$ cat config.mk
export PLATFORM = sky130hd
export DESIGN_NAME = eccMemTop
export DESIGN_NICKNAME = d
export VERILOG_FILES = /design/src/rtl/eccPkg.sv /design/src/rtl/apbPkg.sv /design/src/rtl/apbEccFrontend.sv /design/src/rtl/eccBank.sv /design/src/rtl/eccReadMerge.sv /design/src/rtl/eccMemTop.sv
export VERILOG_INCLUDE_DIRS = /design/src /design/src/rtl
export SDC_FILE = /design/constraint.sdc
export NUM_CORES = 2
export LEC_CHECK = 0
export ABC_AREA = 0
export BUFFER_PORTS_ARGS = -buffer_cell sky130_fd_sc_hd__buf_2
export CAP_MARGIN = 25
export CORE_ASPECT_RATIO = 1.75
export CORE_UTILIZATION = 65
export DETAILED_ROUTE_END_ITERATION = 8
export MAX_ROUTING_LAYER = met4
export PLACE_DENSITY = 0.81
export SLEW_MARGIN = 0
export SYNTH_ARGS = -nofsm -noshare
export SYNTH_HDL_FRONTEND = slang
export SYNTH_SLANG_ARGS = --single-unit
export TNS_END_PERCENT = 1
$ cat constraint.sdc
create_clock -name clk -period 12.1 [get_ports clk]
set_clock_uncertainty 0.1 [all_clocks]
set_input_delay 0.605 -clock clk [delete_from_list [all_inputs] [get_ports clk]]
set_output_delay 0.605 -clock clk [all_outputs]
set_load 0.01 [all_outputs]
$ cat src/rtl/eccMem_macros.svh
//////////////////////////////////////////////////
// ECC memory sizes and APB register map
//////////////////////////////////////////////////
`ifndef ECC_MEM_MACROS_SVH
`define ECC_MEM_MACROS_SVH

`define ECC_DATA_WIDTH  32
`define ECC_CODE_WIDTH  39  // 32 data + 6 Hamming + overall parity

// Data words are interleaved over the banks by the low word index bits
`define ECC_BANK_COUNT  4
`define ECC_BANK_DEPTH  16  // Words per bank

`define ECC_INJECT_ADDR 12'h800  // Fault injection register
`define ECC_COUNT_ADDR  12'h804  // Corrected read counter, read only

`endif

$ cat src/rtl/eccPkg.sv
//////////////////////////////////////////////////
// SECDED codeword types, bank traffic and the
// encode and syndrome functions
//////////////////////////////////////////////////
`default_nettype none
`include "eccMem_macros.svh"

package eccPkg;

  localparam int HAMMING_WIDTH = `ECC_CODE_WIDTH - 1;  // Bits covered by the syndrome
  localparam int BANK_INDEX_WIDTH = $clog2(`ECC_BANK_DEPTH);

  typedef logic [`ECC_CODE_WIDTH-1:0] eccCodeword;
  typedef logic [6:0] eccSyndrome;  // Bit 6 is the overall parity, set when odd

  typedef struct packed {
    logic                        valid;
    logic                        write;
    logic [BANK_INDEX_WIDTH-1:0] index;
    eccCodeword                  codeword;
  } bankReq;

  typedef struct packed {
    logic       valid;
    eccCodeword codeword;
  } bankRsp;

  typedef struct packed {
    logic                       valid;
    logic [`ECC_DATA_WIDTH-1:0] data;
    logic                       corrected;
    logic                       uncorrectable;
  } eccReadResult;

  // Syndrome is the XOR of p+1 over every set bit p of the Hamming part
  function automatic eccSyndrome eccSyndromeOf(input eccCodeword code);
    logic [5:0] s;
    s = '0;
    for (int p = 0; p < HAMMING_WIDTH; p++)
    begin
      if (code[p])
        s = s ^ 6'(p + 1);
    end
    return {^code, s};
  endfunction

  function automatic eccCodeword eccEncode(input logic [`ECC_DATA_WIDTH-1:0] data);
    eccCodeword code;
    eccSyndrome syn;
    int         d;
    code = '0;
    d = 0;
    for (int p = 0; p < HAMMING_WIDTH; p++)
    begin
      if (((p + 1) & p) != 0)  // p+1 not a power of two, so a data slot
      begin
        code[p] = data[d];
        d++;
      end
    end
    // Check bits are set so that the syndrome of the whole word comes out zero
    syn = eccSyndromeOf(code);
    for (int k = 0; k < 6; k++)
      code[(1 << k) - 1] = syn[k];
    code[HAMMING_WIDTH] = ^code[HAMMING_WIDTH-1:0];
    return code;
  endfunction

endpackage

`default_nettype wire

$ cat src/rtl/apbPkg.sv
//////////////////////////////////////////////////
// APB request and response bundles
//////////////////////////////////////////////////
`default_nettype none

package apbPkg;

  localparam int APB_ADDR_WIDTH = 12;
  localparam int APB_DATA_WIDTH = 32;

  // Master to slave
  typedef struct packed {
    logic                      psel;
    logic                      penable;
    logic                      pwrite;
    logic [APB_ADDR_WIDTH-1:0] paddr;
    logic [APB_DATA_WIDTH-1:0] pwdata;
  } apbReq;

  // Slave to master
  typedef struct packed {
    logic [APB_DATA_WIDTH-1:0] prdata;
    logic                      pready;
    logic                      pslverr;
  } apbRsp;

endpackage

`default_nettype wire

$ cat src/rtl/apbEccFrontend.sv
//////////////////////////////////////////////////
// APB slave of the ECC memory, encodes writes,
// injects faults and routes bank requests
//////////////////////////////////////////////////
`timescale 1ns/1ps
`default_nettype none
`include "eccMem_macros.svh"

module apbEccFrontend
  import eccPkg::*;
  import apbPkg::*;
(
  input  logic         clk,
  input  logic         reset,
  input  apbReq        apbIn,
  output apbRsp        apbOut,
  output bankReq       bankReqs [`ECC_BANK_COUNT],
  input  eccReadResult readResult,
  input  logic [15:0]  correctedCount
);

  localparam int BANK_SEL_WIDTH = $clog2(`ECC_BANK_COUNT);

  logic                        access;
  logic                        isData;
  logic                        isInject;
  logic                        isCount;
  logic                        dataRead;
  logic                        dataWrite;
  logic                        readIssued;  // Bank read already sent for this transfer
  logic [5:0]                  injPosA;
  logic [5:0]                  injPosB;
  logic                        injEnA;
  logic                        injEnB;
  eccCodeword                  injMask;
  eccCodeword                  writeCode;
  logic [BANK_SEL_WIDTH-1:0]   bankSel;
  logic [BANK_INDEX_WIDTH-1:0] bankIndex;

  assign access    = apbIn.psel && apbIn.penable;
  assign isData    = apbIn.paddr[11:8] == 4'h0;  // 0x000 to 0x0FC
  assign isInject  = apbIn.paddr == `ECC_INJECT_ADDR;
  assign isCount   = apbIn.paddr == `ECC_COUNT_ADDR;
  assign dataRead  = access && isData && !apbIn.pwrite;
  assign dataWrite = access && isData && apbIn.pwrite;

  // Low word index bits pick the bank, the rest address inside it
  assign bankSel   = apbIn.paddr[2 +: BANK_SEL_WIDTH];
  assign bankIndex = apbIn.paddr[2 + BANK_SEL_WIDTH +: BANK_INDEX_WIDTH];

  always_comb
  begin
    injMask = '0;
    if (injEnA && injPosA < `ECC_CODE_WIDTH)
      injMask[injPosA] = 1'b1;
    if (injEnB && injPosB < `ECC_CODE_WIDTH)
      injMask[injPosB] = ~injMask[injPosB];  // Same position twice cancels out
  end

  assign writeCode = eccEncode(apbIn.pwdata) ^ injMask;

  always_comb
  begin
    for (int b = 0; b < `ECC_BANK_COUNT; b++)
    begin
      bankReqs[b].valid    = (dataWrite || (dataRead && !readIssued)) &&
                             bankSel == BANK_SEL_WIDTH'(b);
      bankReqs[b].write    = apbIn.pwrite;
      bankReqs[b].index    = bankIndex;
      bankReqs[b].codeword = writeCode;
    end
  end

  always_ff @(posedge clk)
  begin
    if (reset)
      readIssued <= 1'b0;
    else if (apbOut.pready)
      readIssued <= 1'b0;
    else if (dataRead)
      readIssued <= 1'b1;
  end

  always_ff @(posedge clk)
  begin
    if (reset)
    begin
      injPosA <= '0;
      injPosB <= '0;
      injEnA  <= 1'b0;
      injEnB  <= 1'b0;
    end
    else if (access && apbIn.pwrite && isInject)
    begin
      injPosA <= apbIn.pwdata[5:0];
      injEnA  <= apbIn.pwdata[6];
      injPosB <= apbIn.pwdata[13:8];
      injEnB  <= apbIn.pwdata[14];
    end
  end

  always_comb
  begin
    apbOut = '0;
    if (access)
    begin
      if (isData && !apbIn.pwrite)
      begin
        // Reads wait for the merge stage, two cycles after the bank request
        apbOut.pready  = readResult.valid;
        apbOut.pslverr = readResult.valid && readResult.uncorrectable;
        apbOut.prdata  = readResult.data;
      end
      else
      begin
        apbOut.pready  = 1'b1;
        apbOut.pslverr = !(isData || isInject || isCount);
        if (isInject)
          apbOut.prdata = {17'b0, injEnB, injPosB, 1'b0, injEnA, injPosA};
        else if (isCount)
          apbOut.prdata = {16'b0, correctedCount};
      end
    end
  end

  assert property (@(posedge clk) disable iff (reset)
    apbOut.pready |-> apbIn.psel && apbIn.penable)
    else $error("pready raised outside an APB access phase");

  // A merge result only ever answers a read this frontend sent out
  assert property (@(posedge clk) disable iff (reset)
    readResult.valid |-> dataRead && readIssued)
    else $error("Read result arrived without an outstanding read");

endmodule

`default_nettype wire

$ cat src/rtl/eccBank.sv
//////////////////////////////////////////////////
// One bank of codeword storage, registered read
//////////////////////////////////////////////////
`timescale 1ns/1ps
`default_nettype none
`include "eccMem_macros.svh"

module eccBank
  import eccPkg::*;
(
  input  logic   clk,
  input  logic   reset,
  input  bankReq req,
  output bankRsp rsp
);

  eccCodeword mem [`ECC_BANK_DEPTH];
  eccCodeword readWord;
  logic       rspValid;
  logic       readReq;

  assign readReq = req.valid && !req.write;

  always_ff @(posedge clk)
  begin
    if (req.valid && req.write)
      mem[req.index] <= req.codeword;
  end

  // Read data only moves on a read so the output holds between accesses
  always_ff @(posedge clk)
  begin
    if (readReq)
      readWord <= mem[req.index];
  end

  always_ff @(posedge clk)
  begin
    if (reset)
      rspValid <= 1'b0;
    else
      rspValid <= readReq;  // One cycle pulse per read
  end

  assign rsp = '{valid: rspValid, codeword: readWord};

  assert property (@(posedge clk) disable iff (reset)
    rsp.valid |-> $past(req.valid && !req.write))
    else $error("Bank response without a read in the previous cycle");

endmodule

`default_nettype wire

$ cat src/rtl/eccReadMerge.sv
//////////////////////////////////////////////////
// Picks the returning bank word, checks and
// corrects it, counts corrected reads
//////////////////////////////////////////////////
`timescale 1ns/1ps
`default_nettype none
`include "eccMem_macros.svh"

module eccReadMerge
  import eccPkg::*;
(
  input  logic         clk,
  input  logic         reset,
  input  bankRsp       bankRsps [`ECC_BANK_COUNT],
  output eccReadResult result,
  output logic [15:0]  correctedCount
);

  logic [`ECC_BANK_COUNT-1:0] rspValid;
  logic                       anyValid;
  eccCodeword                 selWord;
  eccSyndrome                 syn;
  logic [5:0]                 flipPos;
  eccCodeword                 fixedWord;
  logic                       corrected;
  logic                       uncorrectable;
  logic [`ECC_DATA_WIDTH-1:0] fixedData;
  logic                       resultValid;
  logic [`ECC_DATA_WIDTH-1:0] resultData;
  logic                       resultCorrected;
  logic                       resultUncorr;

  // Pulls the data bits back out of the non power of two positions
  function automatic logic [`ECC_DATA_WIDTH-1:0] extractData(input eccCodeword code);
    logic [`ECC_DATA_WIDTH-1:0] data;
    int                         d;
    data = '0;
    d = 0;
    for (int p = 0; p < HAMMING_WIDTH; p++)
    begin
      if (((p + 1) & p) != 0)
      begin
        data[d] = code[p];
        d++;
      end
    end
    return data;
  endfunction

  always_comb
  begin
    selWord = '0;
    for (int b = 0; b < `ECC_BANK_COUNT; b++)
    begin
      rspValid[b] = bankRsps[b].valid;
      if (bankRsps[b].valid)
        selWord = selWord | bankRsps[b].codeword;
    end
  end

  assign anyValid = |rspValid;
  assign syn      = eccSyndromeOf(selWord);
  assign flipPos  = syn[5:0] - 6'd1;

  always_comb
  begin
    fixedWord     = selWord;
    corrected     = 1'b0;
    uncorrectable = 1'b0;
    if (syn[6])  // Odd parity means a single flip, unless the syndrome points off the word
    begin
      if (syn[5:0] == 6'd0)
        corrected = 1'b1;  // Only the parity bit itself was hit
      else if (syn[5:0] <= 6'(HAMMING_WIDTH))
      begin
        fixedWord[flipPos] = ~selWord[flipPos];
        corrected          = 1'b1;
      end
      else
        uncorrectable = 1'b1;
    end
    else if (syn[5:0] != 6'd0)
      uncorrectable = 1'b1;  // Even parity with a syndrome is a double error
  end

  assign fixedData = extractData(fixedWord);

  always_ff @(posedge clk)
  begin
    resultData      <= fixedData;
    resultCorrected <= corrected;
    resultUncorr    <= uncorrectable;
  end

  always_ff @(posedge clk)
  begin
    if (reset)
    begin
      resultValid    <= 1'b0;
      correctedCount <= '0;
    end
    else
    begin
      resultValid <= anyValid;
      if (anyValid && corrected && correctedCount != 16'hFFFF)
        correctedCount <= correctedCount + 16'd1;
    end
  end

  assign result = '{valid: resultValid, data: resultData,
                    corrected: resultCorrected, uncorrectable: resultUncorr};

  // Only one transfer is in flight, so no two banks answer together
  assert property (@(posedge clk) disable iff (reset) $onehot0(rspValid))
    else $error("More than one bank response valid");

endmodule

`default_nettype wire

$ cat src/rtl/eccMemTop.sv
//////////////////////////////////////////////////
// ECC protected APB memory, frontend, interleaved
// banks and read merge
//////////////////////////////////////////////////
`timescale 1ns/1ps
`default_nettype none
`include "eccMem_macros.svh"

module eccMemTop
  import eccPkg::*;
  import apbPkg::*;
(
  input  logic  clk,
  input  logic  reset,
  input  apbReq apbIn,
  output apbRsp apbOut
);

  bankReq       bankReqs [`ECC_BANK_COUNT];
  bankRsp       bankRsps [`ECC_BANK_COUNT];
  eccReadResult readResult;
  logic [15:0]  correctedCount;

  apbEccFrontend frontend_i (
    .clk            (clk),
    .reset          (reset),
    .apbIn          (apbIn),
    .apbOut         (apbOut),
    .bankReqs       (bankReqs),
    .readResult     (readResult),
    .correctedCount (correctedCount)
  );

  // One bank per low word index value
  for (genvar b = 0; b < `ECC_BANK_COUNT; b++)
  begin : genBank
    eccBank bank_i (
      .clk   (clk),
      .reset (reset),
      .req   (bankReqs[b]),
      .rsp   (bankRsps[b])
    );
  end

  eccReadMerge merge_i (
    .clk            (clk),
    .reset          (reset),
    .bankRsps       (bankRsps),
    .result         (readResult),
    .correctedCount (correctedCount)
  );

endmodule

`default_nettype wire

==> PnR_summary.wiki <==
{| class="wikitable"
! Metric !! Value
|-
| Dominant cell by count in the synthesized netlist || edfxtp_1
|-
| Number of global-route vias before repair || 55158
|-
| Number of instances resized during post-cts repair || 0
|-
| Final period utilization || 53.31%
|-
| TritonCTS clock tree || yes
|-
| Biggest area consumer among synthesized cells || edfxtp_1
|-
| Router iterations before antenna repair || 8
|-
| Average wire per cell in the routed design || 42.98 µm
|-
| Final weighted congestion in routability-driven placement || 0.9675
|-
| Detailed placer's ending HPWL || 155.2 mm
|-
| Row Count || 195
|-
| Number of DRC violations after detailed routing || 0
|-
| Arrival time at the worst endpoint || 7.06 ns
|-
| Die height || 535.5 µm
|-
| DR vias || 54289
|-
| Root Driver || clkbuf_16
|-
| Number of warnings printed during yosys synthesis || 0
|-
| Hold path cells || 3
|-
| Core area || 0.1613 mm²
|-
| Shortest period the worst path allows || 6.451 ns
|-
| Antenna violations before repair || 21
|-
| Cell Area, Synth || 0.1057 mm²
|-
| Initial Util || 65.55%
|-
| Asr flop ratio synth || 0%
|-
| Max Root-Sink Buffers || 4
|-
| Number of enable-type register cells in the synthesized netlist || 2652
|-
| Commonest cells in the synthesized netlist || edfxtp_1, mux4_2, clkbuf_1, nor2_1, nand2_1
|-
| Syn_area_per_cell || 22.87 µm²
|-
| Power density over the cells || 169.2 mW/mm²
|-
| Sum of negative setup slack || 0 ns
|-
| Worst hold path type || input port to flop
|-
| Netlist cell types || 72
|-
| Largest vdd supply drop || 397.3 µV
|-
| Number of failing setup endpoints in the final timing report || 0
|-
| Post-synth net total || 4675
|-
| FF-to-FF path depth || 17
|-
| I/O pin count || 83
|-
| Share of the yosys chip area belonging to registers || 76.64%
|-
| Crit start category || flop
|-
| Worst Setup Path Type || flop to flop
|-
| Number of I/O port buffers || 82
|-
| Static leakage || 36.50 nW
|-
| Core utilization of the finished layout || 72.88%
|-
| Remaining antenna violation count after routing || 0
|-
| Overall routed net length || 309.8 mm
|-
| Clock-pin transition on the worst setup and hold timing paths || 0.07 ns
|-
| Max-cap violations || 0
|-
| Drt first-iter violations || 9502
|-
| Via density per instance || 7.532
|-
| Die X-Extent || 306.9 µm
|-
| Slew at the pin closest to its max-slew limit || 1.147 ns
|-
| Worst path required time || 12.71 ns
|-
| WHS || 0.04672 ns
|-
| Remaining max-slew budget at the tightest pin || 22.92%
|-
| Leading post-synthesis cells by cell area || edfxtp_1, mux4_2, dfxtp_1
|-
| Top fanout value on the critical path || 40
|-
| Flop and latch count out of synthesis || 2721
|-
| Grt ovf || 0
|-
| Top FF cell, synth || edfxtp_1
|-
| Aggregate global-route resource usage || 39.55%
|-
| Wire length of the first global-routing pass || 428.0 mm
|-
| Upper clock frequency limit || 155.0 MHz
|-
| Total die area || 0.1643 mm²
|-
| Level count of the clock H-tree || 4
|-
| Maximum number of pins on one net before global-route repair || 130
|-
| Share of the synthesized area in the top cell type || 75.33%
|-
| Sink count of the clock tree || 2721
|-
| Layout Area Growth over Synthesis || 11.19%
|-
| Final nets || 4901
|-
| Result of the run || completed
|-
| Unrepaired setup endpoints after global routing || no
|-
| Source-to-sink clock delay at the later pin of the worst-skew pair || 0.87 ns
|-
| Fraction of layout instances using a drive strength above 1 || 29.82%
|-
| Clock buffer count from CTS || 222
|-
| Synthesized netlist cell count || 4623
|-
| Worst setup EP type || flop
|-
| Hold Vio Cnt, Final || 0
|-
| Max Transition Viols Final || 0
|}
## sequential cells by signal, indices dropped and copies added, names as in the netlist
signal and cells:
merge_i.resultUncorr 1, merge_i.resultValid 1, merge_i.correctedCount 16, frontend_i.injPosA 6
genBank.bank_i.rspValid 4, frontend_i.injEnA 1, genBank.bank_i.mem 2496, genBank.bank_i.readWord 156
frontend_i.injEnB 1, frontend_i.readIssued 1, merge_i.resultData 32, frontend_i.injPosB 6
## cells by family (layout without fill, tap and decap cells)
group / after synthesis / count (layout) / share of synthesized area, %
AO/OA/AOI/OAI: 202 / 202 / 1.430
XOR/XNOR: 178 / 178 / 1.867
adder cells (fa/ha/maj): 3 / 3 / 0.03551
buffers and inverters: 253 / 653 / 0.9575
flip-flops: 2721 / 2721 / 76.64
multiplexers: 834 / 834 / 17.19
other: 0 / 18 / 0
AND/OR/NAND/NOR: 432 / 432 / 1.880
## cell type report
class | instances | area, µm²
clock buffers | 262 | 5809
fillers | 8043 | 43740
inverters | 15 | 56.30
diodes | 18 | 45.04
well taps | 2167 | 2711
flip-flops and latches | 2721 | 81020
multi-input cells | 1649 | 24870
repair buffers | 240 | 1759
clock inverters | 136 | 1262
## report_power, final
part           total [mW]  switching (mW)  internal, mW
clock network        7.34            3.41          3.92
logic                1.60            1.17         0.427
registers            11.0         0.00167          10.9
total                19.9            4.59          15.3
## per-stage QoR
stage                     std cells  setup WS (ns)  power (mW)  area (µm²)
after detailed placement       6786          5.847       12.68      110300
after floorplan                4623          6.871       12.07      105700
after CTS                      7187          5.763       19.85      117400
final                          7208          5.649       19.89      117500
after global routing           7205          5.461       20.21      117500
after global placement         6783          5.897       12.60      110300
## worst paths after layout
kind                                          start                                      to  slack, ns
max           genBank[2].bank_i.rspValid$_SDFF_PP0_          merge_i.resultData[19]$_DFF_P_       5.65
min                                       apbIn[14]          frontend_i.injEnB$_SDFFE_PP0P_       0.05
max reg2reg   genBank[2].bank_i.rspValid$_SDFF_PP0_          merge_i.resultData[19]$_DFF_P_       5.65
min reg2reg  merge_i.correctedCount[4]$_SDFFE_PP0P_  merge_i.correctedCount[4]$_SDFFE_PP0P_       0.44
## per-layer routing
metal	vias to the layer above	global-route usage (%)	share of wire [%]
li1	19926	-	-
met1	27814	45.18	30
met2	5233	63.76	51
met3	1316	7.839	12
met4	0	26.48	7.7
met5	-	-	0
## layout by cell type (no fill, tap or decap), types with 23 or more instances in the layout
cell,n
a21oi_1,24
nor2_1,85
clkbuf_16,225
mux2i_1,29
buf_4,144
nand2_1,110
buf_2,80
o21ai_0,47
clkinv_1,47
a22oi_1,65
clkbuf_1,33
xnor3_1,23
nand3_1,61
xor2_4,32
xnor2_1,69
bufinv_16,23
nor2_4,66
clkinv_2,47
mux4_2,783
edfxtp_1,2652
dfxtp_1,65
xor2_1,38
## what timing repair did
item | in CTS | in global routing
setup buffers | 0 | 0
hold buffers | 3 | 0
hold endpoints to repair | 3 | 0
## worst max-delay path: stages (launching register included)
cell,delay (ns)
dfxtp_2,0.32
buf_4,0.29
a22o_1,0.30
a221oi_2,0.53
xnor3_1,0.55
xnor3_2,0.49
xor3_1,0.41
buf_4,0.30
inv_1,0.23
ha_1,0.31
xnor2_1,0.34
xor2_1,0.57
buf_4,0.28
a21oi_1,0.06
a21oi_1,0.14
o221ai_1,0.29
o32ai_2,0.57
mux2i_1,0.15
Note: power is estimated with default switching activity, not from simulation.
